--- src/logic/udp_tx_pkg.sv ---
package udp_tx_pkg;

	// ----------------------------------------
	// Frame layout
	// ----------------------------------------
	localparam int PREAMBLE_BYTES = 7;
	localparam logic [7:0] PREAMBLE_BYTE = 8'h55;
	localparam logic [7:0] SFD_BYTE = 8'hd5;
	localparam int HDR_BYTES = 42;
	localparam int LNUM_BYTES = 2;
	localparam int FCS_BYTES = 4;
	localparam int IFG_CYCLES = 12;
	localparam int IP_HDR_BYTES = 20;
	localparam int UDP_HDR_BYTES = 8;

	// Fixed header fields
	localparam logic [15:0] ETH_TYPE_IPV4 = 16'h0800;
	localparam logic [7:0] IP_VER_IHL = 8'h45;
	localparam logic [7:0] IP_TOS = 8'h00;
	localparam logic [15:0] IP_IDENT = 16'h0000;
	localparam logic [15:0] IP_FLAGS = 16'h4000;
	localparam logic [7:0] IP_TTL = 8'h40;
	localparam logic [7:0] IP_PROTO_UDP = 8'h11;

	// Register values after reset
	localparam logic [47:0] DEF_DST_MAC = 48'h00_23_45_67_89_02;
	localparam logic [47:0] DEF_SRC_MAC = 48'h00_23_45_67_89_01;
	localparam logic [31:0] DEF_SRC_IP = {8'd192, 8'd168, 8'd0, 8'd1};
	localparam logic [31:0] DEF_DST_IP = {8'd192, 8'd168, 8'd0, 8'd2};
	localparam logic [15:0] DEF_SRC_PORT = 16'd12344;
	localparam logic [15:0] DEF_DST_PORT = 16'd12345;

	// ----------------------------------------
	// Configuration and pixel types
	// ----------------------------------------
	typedef enum logic [2:0] {
		DST_MAC_HI = 3'd0,
		DST_MAC_LO = 3'd1,
		SRC_MAC_HI = 3'd2,
		SRC_MAC_LO = 3'd3,
		SRC_IP     = 3'd4,
		DST_IP     = 3'd5,
		UDP_PORTS  = 3'd6,
		MODE       = 3'd7
	} cfg_addr_e;

	typedef enum logic {
		PIX_YUV = 1'b0,
		PIX_RGB = 1'b1
	} pix_mode_e;

	// One FIFO word, two readings
	typedef union packed {
		struct packed {
			logic [7:0] r;
			logic [7:0] g;
			logic [7:0] b;
		} rgb;
		struct packed {
			logic [7:0] y;
			logic [7:0] chroma;
			logic [7:0] unused;
		} yuv;
	} pixel_word_u;

endpackage

--- src/logic/hdr_if.sv ---
`timescale 1ns/1ps

interface hdr_if;
	logic [47:0]           dst_mac;
	logic [47:0]           src_mac;
	logic [31:0]           src_ip;
	logic [31:0]           dst_ip;
	logic [15:0]           src_port;
	logic [15:0]           dst_port;
	udp_tx_pkg::pix_mode_e mode;
	logic [15:0]           ip_total_len;
	logic [15:0]           udp_len;
	logic [15:0]           ip_csum;
	// Lengths and checksum match the registers
	logic                  hdr_valid;

	modport cfg (output dst_mac, src_mac, src_ip, dst_ip, src_port, dst_port, mode,
		ip_total_len, udp_len, ip_csum, hdr_valid);
	modport seq (input dst_mac, src_mac, src_ip, dst_ip, src_port, dst_port, mode,
		ip_total_len, udp_len, ip_csum, hdr_valid);
endinterface

--- src/logic/crc32_gen.sv ---
`timescale 1ns/1ps

module crc32_gen (
	input  logic        fifo_clk,
	input  logic        sys_rst,
	input  logic        crc_init,
	input  logic        crc_en,
	input  logic [7:0]  data,
	output logic [31:0] fcs
);

	// Reflected form of 0x04c11db7
	localparam logic [31:0] CRC_POLY = 32'hedb88320;

	logic [31:0] crc;

	// LSB of the byte goes in first
	function automatic logic [31:0] crc_byte(input logic [31:0] crc_in, input logic [7:0] d);
		logic [31:0] c;
		c = crc_in;
		for (int i = 0; i < 8; i++) begin
			if (c[0] ^ d[i]) begin
				c = (c >> 1) ^ CRC_POLY;
			end else begin
				c = c >> 1;
			end
		end
		return c;
	endfunction

	always_ff @(posedge fifo_clk) begin
		if (sys_rst) begin
			crc <= '1;
		end else if (crc_init) begin
			crc <= '1;
		end else if (crc_en) begin
			crc <= crc_byte(crc, data);
		end
	end

	// Sent low byte first
	assign fcs = ~crc;

endmodule

--- src/logic/frame_config.sv ---
`timescale 1ns/1ps

module frame_config #(
	parameter int LINE_PIXELS = 32
) (
	input  logic        fifo_clk,
	input  logic        sys_rst,
	input  logic        cfg_wr,
	input  logic [2:0]  cfg_addr,
	input  logic [31:0] cfg_data,
	hdr_if.cfg          hdr
);

	// Header words that never change, summed once
	localparam logic [19:0] CONST_SUM =
		20'({udp_tx_pkg::IP_VER_IHL, udp_tx_pkg::IP_TOS}) + 20'(udp_tx_pkg::IP_IDENT) +
		20'(udp_tx_pkg::IP_FLAGS) + 20'({udp_tx_pkg::IP_TTL, udp_tx_pkg::IP_PROTO_UDP});
	localparam logic [15:0] LEN_FIXED =
		16'(udp_tx_pkg::UDP_HDR_BYTES + udp_tx_pkg::LNUM_BYTES);

	logic [15:0]           dst_mac_hi;
	logic [31:0]           dst_mac_lo;
	logic [15:0]           src_mac_hi;
	logic [31:0]           src_mac_lo;
	logic [31:0]           src_ip;
	logic [31:0]           dst_ip;
	logic [31:0]           udp_ports;
	udp_tx_pkg::pix_mode_e mode;

	logic [2:0]  calc_step;
	logic [19:0] csum_acc;
	logic [15:0] udp_len;
	logic [15:0] ip_total_len;
	logic [15:0] ip_csum;
	logic        hdr_valid;
	logic [15:0] line_bytes;

	// End-around carry, twice is enough for a 20-bit sum
	function automatic logic [15:0] fold_sum(input logic [19:0] acc);
		logic [16:0] part;
		part = {1'b0, acc[15:0]} + {13'd0, acc[19:16]};
		return part[15:0] + {15'd0, part[16]};
	endfunction

	assign line_bytes = (mode == udp_tx_pkg::PIX_RGB) ? 16'(3 * LINE_PIXELS) :
		16'(2 * LINE_PIXELS);

	// ----------------------------------------
	// Registers and step control
	// ----------------------------------------
	always_ff @(posedge fifo_clk) begin
		if (sys_rst) begin
			dst_mac_hi <= udp_tx_pkg::DEF_DST_MAC[47:32];
			dst_mac_lo <= udp_tx_pkg::DEF_DST_MAC[31:0];
			src_mac_hi <= udp_tx_pkg::DEF_SRC_MAC[47:32];
			src_mac_lo <= udp_tx_pkg::DEF_SRC_MAC[31:0];
			src_ip <= udp_tx_pkg::DEF_SRC_IP;
			dst_ip <= udp_tx_pkg::DEF_DST_IP;
			udp_ports <= {udp_tx_pkg::DEF_SRC_PORT, udp_tx_pkg::DEF_DST_PORT};
			mode <= udp_tx_pkg::PIX_YUV;
			calc_step <= 3'd1;
			hdr_valid <= 1'b0;
		end else if (cfg_wr) begin
			case (udp_tx_pkg::cfg_addr_e'(cfg_addr))
				udp_tx_pkg::DST_MAC_HI: dst_mac_hi <= cfg_data[15:0];
				udp_tx_pkg::DST_MAC_LO: dst_mac_lo <= cfg_data;
				udp_tx_pkg::SRC_MAC_HI: src_mac_hi <= cfg_data[15:0];
				udp_tx_pkg::SRC_MAC_LO: src_mac_lo <= cfg_data;
				udp_tx_pkg::SRC_IP: src_ip <= cfg_data;
				udp_tx_pkg::DST_IP: dst_ip <= cfg_data;
				udp_tx_pkg::UDP_PORTS: udp_ports <= cfg_data;
				default: mode <= udp_tx_pkg::pix_mode_e'(cfg_data[0]);
			endcase
			// Restart the sum on every write
			calc_step <= 3'd1;
			hdr_valid <= 1'b0;
		end else if (calc_step == 3'd6) begin
			calc_step <= 3'd0;
			hdr_valid <= 1'b1;
		end else if (calc_step != 3'd0) begin
			calc_step <= calc_step + 3'd1;
		end
	end

	// One header word per step
	always_ff @(posedge fifo_clk) begin
		case (calc_step)
			3'd1: begin
				udp_len <= LEN_FIXED + line_bytes;
				csum_acc <= CONST_SUM + {4'd0, src_ip[31:16]};
			end
			3'd2: begin
				ip_total_len <= udp_len + 16'(udp_tx_pkg::IP_HDR_BYTES);
				csum_acc <= csum_acc + {4'd0, src_ip[15:0]};
			end
			3'd3: csum_acc <= csum_acc + {4'd0, dst_ip[31:16]};
			3'd4: csum_acc <= csum_acc + {4'd0, dst_ip[15:0]};
			3'd5: csum_acc <= csum_acc + {4'd0, ip_total_len};
			3'd6: ip_csum <= ~fold_sum(csum_acc);
			default: csum_acc <= csum_acc;
		endcase
	end

	assign hdr.dst_mac = {dst_mac_hi, dst_mac_lo};
	assign hdr.src_mac = {src_mac_hi, src_mac_lo};
	assign hdr.src_ip = src_ip;
	assign hdr.dst_ip = dst_ip;
	assign hdr.src_port = udp_ports[31:16];
	assign hdr.dst_port = udp_ports[15:0];
	assign hdr.mode = mode;
	assign hdr.ip_total_len = ip_total_len;
	assign hdr.udp_len = udp_len;
	assign hdr.ip_csum = ip_csum;
	assign hdr.hdr_valid = hdr_valid;

	// Only bit 0 carries the mode
	mode_write_legal: assert property (@(posedge fifo_clk) disable iff (sys_rst)
		(cfg_wr && cfg_addr == udp_tx_pkg::MODE) |-> cfg_data[31:1] == '0)
		else $error("frame_config: illegal pixel mode write %h", cfg_data);

endmodule

--- src/logic/frame_tx_fsm.sv ---
`timescale 1ns/1ps

module frame_tx_fsm #(
	parameter int LINE_PIXELS = 32
) (
	input  logic                    fifo_clk,
	input  logic                    sys_rst,
	input  logic                    tx_enable,
	input  logic                    line_ready,
	input  logic                    pix_empty,
	input  udp_tx_pkg::pixel_word_u pix_data,
	output logic                    pix_rd,
	hdr_if.seq                      hdr,
	output logic                    tx_en,
	output logic [7:0]              txd
);

	localparam logic [2:0] IDLE     = 3'd0;
	localparam logic [2:0] PREAMBLE = 3'd1;
	localparam logic [2:0] HEADER   = 3'd2;
	localparam logic [2:0] LINE_NUM = 3'd3;
	localparam logic [2:0] PAYLOAD  = 3'd4;
	localparam logic [2:0] FCS      = 3'd5;
	localparam logic [2:0] GAP      = 3'd6;

	localparam int PIX_W = $clog2(LINE_PIXELS + 1);
	localparam int HDR_BITS = 8 * udp_tx_pkg::HDR_BYTES;

	logic [2:0]            state;
	logic [5:0]            byte_cnt;
	logic [PIX_W-1:0]      pix_cnt;
	logic [1:0]            sub_cnt;
	logic [15:0]           line_num;
	logic [HDR_BITS-1:0]   hdr_latch;
	udp_tx_pkg::pix_mode_e mode_q;

	logic        start;
	logic        in_frame;
	logic        last_sub;
	logic        last_pix;
	logic [7:0]  pix_byte;
	logic [7:0]  tx_byte;
	logic        crc_init;
	logic        crc_en;
	logic [31:0] fcs;

	assign start = (state == IDLE) && tx_enable && line_ready && hdr.hdr_valid;
	assign in_frame = (state != IDLE) && (state != GAP);

	// Last byte of the pixel pops the FIFO
	assign last_sub = (mode_q == udp_tx_pkg::PIX_RGB) ? (sub_cnt == 2'd2) : (sub_cnt == 2'd1);
	assign last_pix = pix_cnt == PIX_W'(LINE_PIXELS - 1);
	assign pix_rd = (state == PAYLOAD) && last_sub;

	// CRC starts after the SFD
	assign crc_init = (state == PREAMBLE) && (byte_cnt == 6'(udp_tx_pkg::PREAMBLE_BYTES));
	assign crc_en = (state == HEADER) || (state == LINE_NUM) || (state == PAYLOAD);

	crc32_gen i_crc32_gen (
		.fifo_clk (fifo_clk),
		.sys_rst  (sys_rst),
		.crc_init (crc_init),
		.crc_en   (crc_en),
		.data     (tx_byte),
		.fcs      (fcs)
	);

	// ----------------------------------------
	// Byte selection
	// ----------------------------------------
	always_comb begin
		if (mode_q == udp_tx_pkg::PIX_RGB) begin
			case (sub_cnt)
				2'd0: pix_byte = pix_data.rgb.r;
				2'd1: pix_byte = pix_data.rgb.g;
				default: pix_byte = pix_data.rgb.b;
			endcase
		end else begin
			// Y, then the shared chroma byte
			pix_byte = (sub_cnt == 2'd0) ? pix_data.yuv.y : pix_data.yuv.chroma;
		end
	end

	always_comb begin
		case (state)
			PREAMBLE: tx_byte = (byte_cnt == 6'(udp_tx_pkg::PREAMBLE_BYTES)) ?
				udp_tx_pkg::SFD_BYTE : udp_tx_pkg::PREAMBLE_BYTE;
			HEADER: tx_byte = hdr_latch[8 * (udp_tx_pkg::HDR_BYTES - 1 - int'(byte_cnt)) +: 8];
			LINE_NUM: tx_byte = (byte_cnt == 6'd0) ? line_num[15:8] : line_num[7:0];
			PAYLOAD: tx_byte = pix_byte;
			FCS: tx_byte = fcs[8 * byte_cnt[1:0] +: 8];
			default: tx_byte = 8'h00;
		endcase
	end

	// Header fields held for the whole frame
	always_ff @(posedge fifo_clk) begin
		if (start) begin
			hdr_latch <= {hdr.dst_mac, hdr.src_mac, udp_tx_pkg::ETH_TYPE_IPV4,
				udp_tx_pkg::IP_VER_IHL, udp_tx_pkg::IP_TOS, hdr.ip_total_len,
				udp_tx_pkg::IP_IDENT, udp_tx_pkg::IP_FLAGS,
				udp_tx_pkg::IP_TTL, udp_tx_pkg::IP_PROTO_UDP, hdr.ip_csum,
				hdr.src_ip, hdr.dst_ip,
				hdr.src_port, hdr.dst_port, hdr.udp_len, 16'h0000};
			mode_q <= hdr.mode;
		end
	end

	// ----------------------------------------
	// Sequencer
	// ----------------------------------------
	always_ff @(posedge fifo_clk) begin
		if (sys_rst) begin
			state <= IDLE;
			byte_cnt <= 6'd0;
			pix_cnt <= '0;
			sub_cnt <= 2'd0;
			line_num <= 16'd0;
			tx_en <= 1'b0;
			txd <= 8'h00;
		end else begin
			tx_en <= in_frame;
			txd <= tx_byte;
			case (state)
				IDLE: begin
					byte_cnt <= 6'd0;
					if (start) begin
						state <= PREAMBLE;
					end
				end
				PREAMBLE: begin
					byte_cnt <= byte_cnt + 6'd1;
					if (byte_cnt == 6'(udp_tx_pkg::PREAMBLE_BYTES)) begin
						state <= HEADER;
						byte_cnt <= 6'd0;
					end
				end
				HEADER: begin
					byte_cnt <= byte_cnt + 6'd1;
					if (byte_cnt == 6'(udp_tx_pkg::HDR_BYTES - 1)) begin
						state <= LINE_NUM;
						byte_cnt <= 6'd0;
					end
				end
				LINE_NUM: begin
					byte_cnt <= byte_cnt + 6'd1;
					if (byte_cnt == 6'(udp_tx_pkg::LNUM_BYTES - 1)) begin
						state <= PAYLOAD;
						byte_cnt <= 6'd0;
						pix_cnt <= '0;
						sub_cnt <= 2'd0;
					end
				end
				PAYLOAD: begin
					if (!last_sub) begin
						sub_cnt <= sub_cnt + 2'd1;
					end else if (last_pix) begin
						state <= FCS;
						sub_cnt <= 2'd0;
					end else begin
						sub_cnt <= 2'd0;
						pix_cnt <= pix_cnt + 1'b1;
					end
				end
				FCS: begin
					byte_cnt <= byte_cnt + 6'd1;
					if (byte_cnt == 6'(udp_tx_pkg::FCS_BYTES - 1)) begin
						state <= GAP;
						byte_cnt <= 6'd0;
					end
				end
				GAP: begin
					byte_cnt <= byte_cnt + 6'd1;
					if (byte_cnt == 6'(udp_tx_pkg::IFG_CYCLES - 1)) begin
						state <= IDLE;
						line_num <= line_num + 16'd1;
					end
				end
				default: state <= IDLE;
			endcase
		end
	end

	// tx_en only changes at frame start and after the last FCS byte
	tx_en_in_frame: assert property (@(posedge fifo_clk) disable iff (sys_rst)
		(tx_en != in_frame) |-> ((state == GAP || state == PREAMBLE) && byte_cnt == 6'd0))
		else $error("frame_tx_fsm: tx_en dropped inside a frame");

	no_read_when_empty: assert property (@(posedge fifo_clk) disable iff (sys_rst)
		pix_rd |-> !pix_empty)
		else $error("frame_tx_fsm: pixel read from an empty FIFO");

endmodule

--- src/logic/gmii_udp_tx.sv ---
`timescale 1ns/1ps

module gmii_udp_tx #(
	parameter int LINE_PIXELS = 32
) (
	input  logic        fifo_clk,
	input  logic        sys_rst,
	input  logic        tx_enable,
	input  logic        line_ready,
	input  logic        pix_empty,
	input  logic [23:0] pix_data,
	output logic        pix_rd,
	input  logic        cfg_wr,
	input  logic [2:0]  cfg_addr,
	input  logic [31:0] cfg_data,
	output logic        tx_en,
	output logic [7:0]  txd
);

	// Header settings from the register block to the sequencer
	hdr_if hdr_bus ();

	frame_config #(
		.LINE_PIXELS (LINE_PIXELS)
	) i_frame_config (
		.fifo_clk (fifo_clk),
		.sys_rst  (sys_rst),
		.cfg_wr   (cfg_wr),
		.cfg_addr (cfg_addr),
		.cfg_data (cfg_data),
		.hdr      (hdr_bus.cfg)
	);

	frame_tx_fsm #(
		.LINE_PIXELS (LINE_PIXELS)
	) i_frame_tx_fsm (
		.fifo_clk   (fifo_clk),
		.sys_rst    (sys_rst),
		.tx_enable  (tx_enable),
		.line_ready (line_ready),
		.pix_empty  (pix_empty),
		.pix_data   (pix_data),
		.pix_rd     (pix_rd),
		.hdr        (hdr_bus.seq),
		.tx_en      (tx_en),
		.txd        (txd)
	);

endmodule

--- config.mk ---
export PLATFORM = sky130hd
export DESIGN_NAME = gmii_udp_tx
export DESIGN_NICKNAME = d
export VERILOG_FILES = /design/src/logic/udp_tx_pkg.sv /design/src/logic/hdr_if.sv /design/src/logic/crc32_gen.sv /design/src/logic/frame_config.sv /design/src/logic/frame_tx_fsm.sv /design/src/logic/gmii_udp_tx.sv
export SDC_FILE = /design/constraint.sdc
export NUM_CORES = 1
export LEC_CHECK = 0
export BUFFER_PORTS_ARGS = -buffer_cell sky130_fd_sc_hd__buf_4
export CORE_MARGIN = 8
export CORE_UTILIZATION = 50
export DETAILED_ROUTE_END_ITERATION = 10
export GPL_TIMING_DRIVEN = 0
export PLACE_DENSITY = 0.74
export SYNTH_ARGS = -nofsm -noshare
export SYNTH_HDL_FRONTEND = slang
export SYNTH_SLANG_ARGS = --single-unit
--- constraint.sdc ---
create_clock -name fifo_clk -period 71.4 [get_ports fifo_clk]
set_input_delay 7.14 -clock fifo_clk [delete_from_list [all_inputs] [get_ports fifo_clk]]
set_output_delay 7.14 -clock fifo_clk [all_outputs]
set_load 0.03 [all_outputs]
=== Word-level counts from Yosys, hierarchy flattened ===
Cells that the tools add are included.

* Logic and storage cells: 192
* Bits in registers: 580

* Equal/unequal tests: 36
* Reductions and logical operators: 34
* Bitwise gates (word level): 19
* Add/sub/neg operators: 15
* Shifts and indexed selects: 2
* Multiplexer cells: 61

{| class="wikitable"
|+ Operator list
! cell !! count
|-
| $mux W32 || 29
|-
| $shiftx A336 B32 Y8 || 1
|-
| $not A13 Y14 || 8
|-
| $pmux W20 S5 || 1
|-
| $add A20 B16 Y20 || 4
|-
| $mux W6 || 8
|-
| $pmux W8 S5 || 1
|-
| $pmux W6 S6 || 1
|-
| $mux W8 || 4
|-
| $not A32 Y32 || 1
|-
| $shiftx A32 B6 Y8 || 1
|-
| $eq A3 B3 Y1 const B || 9
|-
| $mux W3 || 8
|-
| $pmux W3 S7 || 1
|-
| $reduce_and A2 Y1 || 10
|-
| $eq A3 B2 Y1 const B || 6
|-
| $add A16 B16 Y17 const A || 1
|-
| $add A16 B4 Y17 || 1
|-
| $add A16 B1 Y16 || 1
|-
| $add A16 B1 Y16 const B || 1
|-
| $add A16 B5 Y16 const B || 1
|-
| $add A4 B16 Y16 const A || 1
|-
| $not A16 Y16 || 1
|-
| $pmux W8 S2 || 1
|-
| 36 further kinds || 66
|}

=== Logic depth before layout (Yosys ltp) ===
Gate-level depths: netlist of run 1.

* Depth in word-level cells: 41
* Mapped depth: 18
* Gate-level depth less buffers: 17

=== Cells and area by module ===
A second synthesis of run 1 with hierarchy kept.

* Cells, all modules: 2,439
* Area total of the unflattened synthesis: 25,597.0 um2

{| class="wikitable"
|+ By module, submodules not included
! module !! area an instance (um2) !! instances !! cells each
|-
| frame_tx_fsm || 12,971.2 || 1 || 942
|-
| frame_config || 10,612.7 || 1 || 1,284
|-
| crc32_gen || 2,013.2 || 1 || 213
|}

=== Least setup slack after synthesis of run 1 ===
Ideal clock, no wire load.

* Path type: input to register
* Start: in line_ready
* End: reg i_frame_tx_fsm.hdr_latch[100], enable pin
* Arrival: 27.046 ns
* Setup time: 1.299 ns
* Path buffers: 0
* Path slack: 43.055 ns
* Stages: 2
* Cell sequence: nand3_1 > nor4_1

* Cells in the longest elaborated chain, start to end: 2

{| class="wikitable"
|+ RTL lines
! element !! RTL line !! source
|-
| start, declared || gmii_udp_tx.sv:9 || <nowiki>input logic line_ready,</nowiki>
|-
| $logic_and A1 B1 Y1 (2 in a row) || frame_tx_fsm.sv:47 || <nowiki>assign start = (state == IDLE) && tx_enable && line_ready && hdr.hdr_valid;</nowiki>
|-
| via i_frame_tx_fsm.start || frame_tx_fsm.sv:37 || <nowiki>logic start;</nowiki>
|-
| end signal, assigned || frame_tx_fsm.sv:99 || <nowiki>hdr_latch <= {hdr.dst_mac, hdr.src_mac, udp_tx_pkg::ETH_TYPE_IPV4,</nowiki>
|-
| end, declared || frame_tx_fsm.sv:34 || <nowiki>logic [HDR_BITS-1:0] hdr_latch;</nowiki>
|}

The timed path passes the listed nets, and every way through them passes these cells.
A chain may end at the register's enable or synchronous reset.

=== Worst setup path after layout of run 1 ===
* Start: in pix_data[16]
* End: reg i_frame_tx_fsm.i_crc32_gen.crc[19]

* Cells in the longest elaborated chain, start to end: 38
* Elaborated cells between the ends (all ways): 40

{| class="wikitable"
|+ RTL lines
! element !! RTL line !! source
|-
| start, declared || gmii_udp_tx.sv:11 || <nowiki>input logic [23:0] pix_data,</nowiki>
|-
| $pmux W8 S2 / $mux W8 (equally long branches) || frame_tx_fsm.sv:73, frame_tx_fsm.sv:80 ||
|-
| $mux W8 (*) || frame_tx_fsm.sv:72 || <nowiki>if (mode_q == udp_tx_pkg::PIX_RGB) begin</nowiki>
|-
| $pmux W8 S5 (*) || frame_tx_fsm.sv:85 || <nowiki>case (state)</nowiki>
|-
| $xor A1 B1 Y1 (*) || crc32_gen.sv:22 || <nowiki>if (c[0] ^ d[i]) begin</nowiki>
|-
| $mux W32 (*) || crc32_gen.sv:22 ||
|-
| $mux W32 (*) || crc32_gen.sv:36 || <nowiki>end else if (crc_en) begin</nowiki>
|-
| $mux W32 (*) || crc32_gen.sv:34 || <nowiki>end else if (crc_init) begin</nowiki>
|-
| $mux W32 (*) || crc32_gen.sv:32 || <nowiki>if (sys_rst) begin</nowiki>
|-
| (+22 left out) || - ||
|-
| $mux W32 (*) || crc32_gen.sv:32 ||
|-
| $not A13 Y14 (no source line) || - ||
|-
| $mux W32 (*) || crc32_gen.sv:22 ||
|-
| $mux W32 (*) || crc32_gen.sv:36 ||
|-
| $mux W32 (*) || crc32_gen.sv:34 ||
|-
| $mux W32 (*) || crc32_gen.sv:32 ||
|-
| $not A13 Y14 (no source line) || - ||
|-
| $mux W32 (*) || crc32_gen.sv:22 ||
|-
| end signal, assigned || crc32_gen.sv:37 || <nowiki>crc <= crc_byte(crc, data);</nowiki>
|-
| end, declared || crc32_gen.sv:15 || <nowiki>logic [31:0] crc;</nowiki>
|}

Mark *: on every way between the ends. The rest lies on a longest branch, timed or not. The select of a mux whose other input is x is not followed.

==> results of run 1 <==
-- cell usage after synthesis, drive strengths merged, types with 12 or more instances --
| cell | count |
|---|---|
| xnor2 | 52 |
| nand3b | 55 |
| o211ai | 24 |
| o22ai | 12 |
| a221o | 13 |
| nor3b | 20 |
| inv | 27 |
| and3 | 18 |
| nand2 | 493 |
| edfxtp | 249 |
| clkbuf | 103 |
| dfxtp | 271 |
| nand3 | 30 |
| a211oi | 20 |
| ha | 39 |
| mux2 | 21 |
| mux2i | 41 |
| o21ai | 72 |
| buf | 35 |
| a31oi | 13 |
| xor2 | 61 |
| o31ai | 14 |
| mux4 | 30 |
| nand2b | 19 |
| a21oi | 215 |
| or3 | 16 |
| nor2b | 39 |
| o21a | 13 |
| nor3 | 34 |
| nor2 | 120 |
| nand4 | 16 |
-- registers in the layout (all words and copies together), names as in the netlist, 2 cells and up --
signal and count:
i_frame_config.calc_step 3, i_frame_config.csum_acc 20, i_frame_config.dst_mac_hi 16, i_frame_config.dst_mac_lo 32, i_frame_config.hdr.dst_ip 32, i_frame_config.hdr.ip_csum 16
i_frame_config.hdr.src_ip 32, i_frame_config.src_mac_hi 16, i_frame_config.src_mac_lo 32, i_frame_config.udp_ports 32, i_frame_tx_fsm.byte_cnt 6, i_frame_tx_fsm.hdr_latch 210
i_frame_tx_fsm.i_crc32_gen.crc 32, i_frame_tx_fsm.line_num 16, i_frame_tx_fsm.pix_cnt 6, i_frame_tx_fsm.state 3, i_frame_tx_fsm.sub_cnt 2, i_frame_tx_fsm.txd 8
-- per-layer routing --
metal / vias to the layer above / part of all wire / track usage
met4: 0 / 0.046 / 0.114
li1: 8664 / - / -
met5: - / 0 / 0
met2: 1075 / 0.45 / 0.419
met3: 214 / 0.11 / 0.0588
met1: 9187 / 0.39 / 0.342
-- area by class of cell --
type | count | area [sq um]
inverter | 30 | 113
sequential | 520 | 12900
tap | 615 | 769
clock inverter | 30 | 312
clock buffer | 72 | 1440
timing repair buffer | 99 | 769
buffer | 138 | 596
multi-input combinational | 1639 | 10400
fill | 3921 | 20200
-- through the flow --
step | hold slack (ps) | setup slack, ps | cells | power (mW) | utilization
after floorplan | 400 | 43060 | 2327 | 0.393 | -
after global placement | 406 | 34330 | 3012 | 0.421 | 0.532
after detailed placement | 406 | 61250 | 3041 | 0.423 | 0.538
after CTS | 421 | 61840 | 3143 | 0.696 | 0.574
after global routing | 428 | 61620 | 3143 | 0.716 | 0.574
final | 418 | 61730 | 3143 | 0.696 | 0.574
-- where the power goes --
group	switching (mW)	internal, mW	total [mW]
Sequential	0.00608	0.318	0.324
Combinational	0.0571	0.0380	0.0952
Clock	0.122	0.155	0.276
-- placed cells by master, fill, tap and decap left out, types with 54 or more instances in the layout --
master and instances:
edfxtp_1 249, o21ai_0 66, clkbuf_16 54, buf_4 99, nor2_1 118, xor2_1 57
clkbuf_1 119, dfxtp_1 271, nand2_1 493, nand3b_1 55, a21oi_1 214
-- worst register-to-register path, delay by kind of cell, from the launching register on --
family	cells	cell delay (ps)
XOR/XNOR	3	1180
buffers and inverters	7	2630
adder cells (fa/ha/maj)	1	570
AND/OR/NAND/NOR	1	110
flip-flops	1	480
AO/OA/AOI/OAI	4	1410
-- path summary, 6_finish.rpt --
path                                               startpoint                                  to  slack [ps]  depth (start not counted)
worst max-delay path                             pix_data[16]  i_frame_tx_fsm.i_crc32_gen.crc[19]       61730                         10
worst max register to register     i_frame_tx_fsm.byte_cnt[1]  i_frame_tx_fsm.i_crc32_gen.crc[19]       64980                         16
worst min register to register  i_frame_config.hdr.ip_csum[1]       i_frame_tx_fsm.hdr_latch[129]         420                          0
worst min-delay path            i_frame_config.hdr.ip_csum[1]       i_frame_tx_fsm.hdr_latch[129]         420                          0
-- cells by family (layout without fill, tap and decap cells) --
family	Yosys count	after routing	share of synthesized area
AOI/OAI and AO/OA	486	486	0.128
and+or+nand+nor	894	894	0.172
xor gates and xnor gates	125	125	0.0557
buffers and inverters	168	369	0.0295
DFF	520	520	0.537
adders and majority gates	42	42	0.0224
muxes	92	92	0.0551
==> metrics.txt, run 1 <==
I/O Buffers 70; period utilization 0.135; Syn Inst Count about 2300; crit path max fanout 7; DRT iter0 DRCs approximately 2100; dpl cell area about 26000 sq um; total CTS buffers between 50 and 60; Syn Nets about 2400; Seq cells post-synth 520; cell area after synthesis around 24000 sq um; clock sink count 520; clock tree root driver cell clkbuf_16; worst rel slew slack 0.279; setup TNS 0 ps; synth unique cells 91; vias in the first global route roughly 18000; EDFF count, synth roughly 250; drt pass-1 iters 8; die area between 50000 and 60000 sq um; Clk Latency, worst-skew pair 650 ps; synthesis-to-layout area growth 13.7%; design area 27300 sq um; Critical Path RT 71940 ps; Nets around 2600; max capacitance violation total 0; num ports 75; n_diodes 0; CP max stage delay approximately 620 ps; clock buffer depth 3; CP Launch Type input pin; FP Rows 80; LEAKAGE ~9.6 nW; Final Hold Viols 0; Setup Buffers After CTS 0; status complete, no violations; crit-path cells buf_4 -> a22oi_1 -> a21oi_1 -> nor3_1 -> o41ai_4 -> xor2_4 -> xor2_4 -> xnor2_2 -> xnor3_1 -> o21ai_1; largest net degree at the start of global routing 19; Die Span X 235 um; synth top area cells edfxtp_1 31%, dfxtp_1 23%, nand2_1 7.7%; setup repair after global routing missed its margin no; final setup fails 0; routed vias 19140; Initial Util 0.505; Synth top area share 0.311; initial antenna violation count 1; placed wire-length estimate about 56000 um; Core ar. 47500 sq um; clock slew at reported path FFs around 60 ps; FFs w/ async S/R, synth 0; worst slew pin tran around 1100 ps; CP Buf/Inv Count 1; wirelength, routed 75200 um; CP Capture Type flip-flop; Setup CP Type in -> reg; Worst path slowest cell nor3_1; Die Y 235 um; ys flop type dfxtp_1; Peak Freq just over 100 MHz; GRT Total Usage 0.263; Worst Hold Class reg -> reg; skew final ~58 ps; post-DR wirelength/cell around 24 um; average cell area after synthesis roughly 10 sq um; final period demand of the worst path 9670 ps; CTS tree done; CTS Hold Bufs 0; cell mode on critical path xor2_4; share of cells above drive strength 1 0.114; CTS H-tree lvls 2; peak supply drop 0.0209 mV; Power per Cell Area 25.5 nW/um^2; register area share after synthesis 0.537; RD Place Congestion between 1 and 1.5; max-slew violation count 0; grt ovf 0; Detail Route Antenna Nets 0; Synth warnings 0; CTS resizes 0; Arr. time, crit path approximately 10000 ps; Via density about 6.1; largest area contributor in the netlist edfxtp_1; delay-heaviest family, CP XOR/XNOR gates; residual DRC count 0; first-pass GRT wire length 112000 um
No activity file was read; power rests on OpenSTA's default activity.
==> inputs of run 2 (changes only) <==
PLACE_DENSITY = 0.77   (was 0.74)
clock period = 8.5 ns   (was 71.4 ns; I/O delays follow)
==> run 2 against run 1 <==
Net effect: first-iteration DRC count rose by 6.3%; clock skew rose by 14 ps; clock-buffer cell count fell by 10; final cell count fell by 0.51%; via count rose by 0.71%; sequential cell count did not move; worst setup slack got worse by 60000 ps; non-clock buffer count fell by 12; die area did not move; utilization rose by 0.21 points; critical path depth rose by 6; largest power group unchanged; highest routed layer is now met5.
==> metrics.txt, run 2 (synthesis gave the netlist of run 1 again) <==
status complete, no violations; CP Launch Type flip-flop; DRT iter0 DRCs 2242 (+6.3%); delay-heaviest family, CP buffers and inverters; overall power 5.98 mW (+760%); crit-path cells buf_2 -> buf_4 -> clkinv_1 -> ha_1 -> buf_2 -> buf_2 -> inv_1 -> clkbuf_1 -> o221a_2 -> a211oi_1 -> o21ai_1 -> xnor2_2 -> xnor2_1 -> xnor2_2 -> xnor3_1 -> o21ai_1; Nets 2574 (-0.54%); CP startpoint i_frame_tx_fsm.byte_cnt[1]; Setup CP Type reg -> reg; final period demand of the worst path ~6600 ps; CTS resizes 0 (unchanged); wirelength, routed 77100 um (+2.4%); max-slew violation count 0 (unchanged); grt met3 use 0.0589 (+0.000117); max capacitance violation total 0 (unchanged); FP Rows 80 (unchanged); vias in the first global route 18396 (+0.81%); routed vias 19275 (+0.71%); Critical Path RT 9020 ps (-62920 ps); DP Worst Slack 2210 ps (-59040 ps); CP Buf/Inv Count 7 (+6); Die Span X 235 um (unchanged); num ports 75 (unchanged); crit path max fanout 12 (+5); clock buffer depth 3 (unchanged); Worst path slowest cell xnor2_1; RD Place Congestion 0.979 (-3.4%); clock tree root driver cell clkbuf_16; Layout Cells excl Fill 3127 (-0.51%); worst slew pin tran 1020 ps (-44.6 ps); Largest Register i_frame_tx_fsm.hdr_latch; total CTS buffers 52 (-3.7%); share of cells above drive strength 1 0.114 (-0.000423); die area 55300 sq um (unchanged); CTS Hold Bufs 0 (unchanged); I/O Buffers 70 (unchanged); Die Y 235 um (unchanged); Detail Route Antenna Nets 0 (unchanged); residual DRC count 0 (unchanged); Initial Util 0.505 (unchanged); M1 GR Usage 0.340 (-0.00220); largest net degree at the start of global routing 19 (unchanged); Reg2Reg Launch Point i_frame_tx_fsm.byte_cnt[1]; Setup Buffers After CTS 0 (unchanged); period utilization 0.771; Worst Hold Class reg -> reg; clock sink count 520 (unchanged); skew final 72.5 ps (+14.2 ps); GRT Total Usage 0.269 (+0.00567); CTS H-tree lvls 2 (unchanged); cell mode on critical path buf_2; commonest non-fill, non-tap cells in the layout 493 x nand2_1, 271 x dfxtp_1, 249 x edfxtp_1; CP Capture Type flip-flop; Global Route met2 Usage 0.437 (+0.0177); fill cell count 3898 (-0.59%); commonest non-fill, non-tap cell in the layout nand2_1; Multi-input gate area 10400 sq um (about the same); peak supply drop 0.178 mV (+750%); CTS tree done; setup repair after global routing missed its margin no; initial antenna violation count 1 (unchanged); Peak Freq 153 MHz; CP max stage delay 680 ps (+60 ps); FF+latch area 12900 sq um (unchanged); first-pass GRT wire length 115000 um (+2.2%); Core ar. 47500 sq um (unchanged); Fin Hold WS 420 ps (+1.79 ps); clock slew at reported path FFs 70 ps (about the same); Via density 6.16 (+1.2%); final worst setup slack 1950 ps (-59780 ps); Clk Latency, worst-skew pair 650 ps (about the same); worst rel slew slack 0.309 (+0.0302); gr busiest metal met2; dpl cells 3029 (-0.39%); Hold Crit Start i_frame_config.hdr.ip_csum[6]; final setup fails 0 (unchanged); drt pass-1 iters 6 (-2); Final Hold Viols 0 (unchanged); setup TNS 0 ps (unchanged); placed wire-length estimate 56500 um (+1.8%); LEAKAGE 9.65 nW (+0.17%); Power per Cell Area 218 nW/um^2 (+760%); max reg flops 210 (unchanged); synthesis-to-layout area growth 14.1%; grt ovf 0 (unchanged); post-DR wirelength/cell 24.6 um (+2.9%); Arr. time, crit path 7070 ps (-3140 ps)
## run 2: cell types whose count changed in the layout (fill, tap and decap cells not counted), moves of 3 or more
cell       change
buf_4         -23
buf_6          +4
buf_8          +7
clkinv_4       +3
clkbuf_1      -12
bufinv_16      +4
clkbuf_8       +3
## run 2: per-layer routing
metal  part of all wire  wire length (um)  up-vias
met1               0.39             30200     9314
met3              0.097              7460      233
met5            0.00018                14        -
met4              0.049              3780        2
li1                   -                 -     8636
met2               0.46             35700     1090
## run 2: worst register-to-register path: cells and delay by family (launching register included)
family | cells | cell delay, ps
flip-flops | 1 | 500
adder cells (fa/ha/maj) | 1 | 610
AO/OA/AOI/OAI | 4 | 1340
buffers and inverters | 7 | 2260
XOR/XNOR | 4 | 1730
## run 2: final timing paths
path         cells after the start                            endpoint  slack, ps
max reg2reg                     16  i_frame_tx_fsm.i_crc32_gen.crc[19]       1950
min reg2reg                      0       i_frame_tx_fsm.hdr_latch[134]        420
min                              0       i_frame_tx_fsm.hdr_latch[134]        420
max                             16  i_frame_tx_fsm.i_crc32_gen.crc[19]       1950
## run 2: where the power goes
part	internal, mW	switching, mW	total [mW]
Combinational	0.320	0.476	0.796
Sequential	2.67	0.0522	2.72
Clock	1.42	1.04	2.46
Total	4.41	1.57	5.98
## run 2: final cells by class
cell class	instances	area share
sequential	520	0.471
multi-input combinational	1639	0.380
clock buffer	62	0.0514
tap	615	0.0281
timing repair buffer	87	0.0273
buffer	138	0.0217
clock inverter	35	0.0164
inverter	30	0.00411
antenna	1	0.0000913
## run 2: stage by stage
| step | util | area, sq um |
|---|---|---|
| after floorplan | - | 24000 |
| after global placement | 0.533 | 25300 |
| after detailed placement | 0.537 | 25500 |
| after CTS | 0.576 | 27400 |
| after global routing | 0.576 | 27400 |
| final | 0.577 | 27400 |
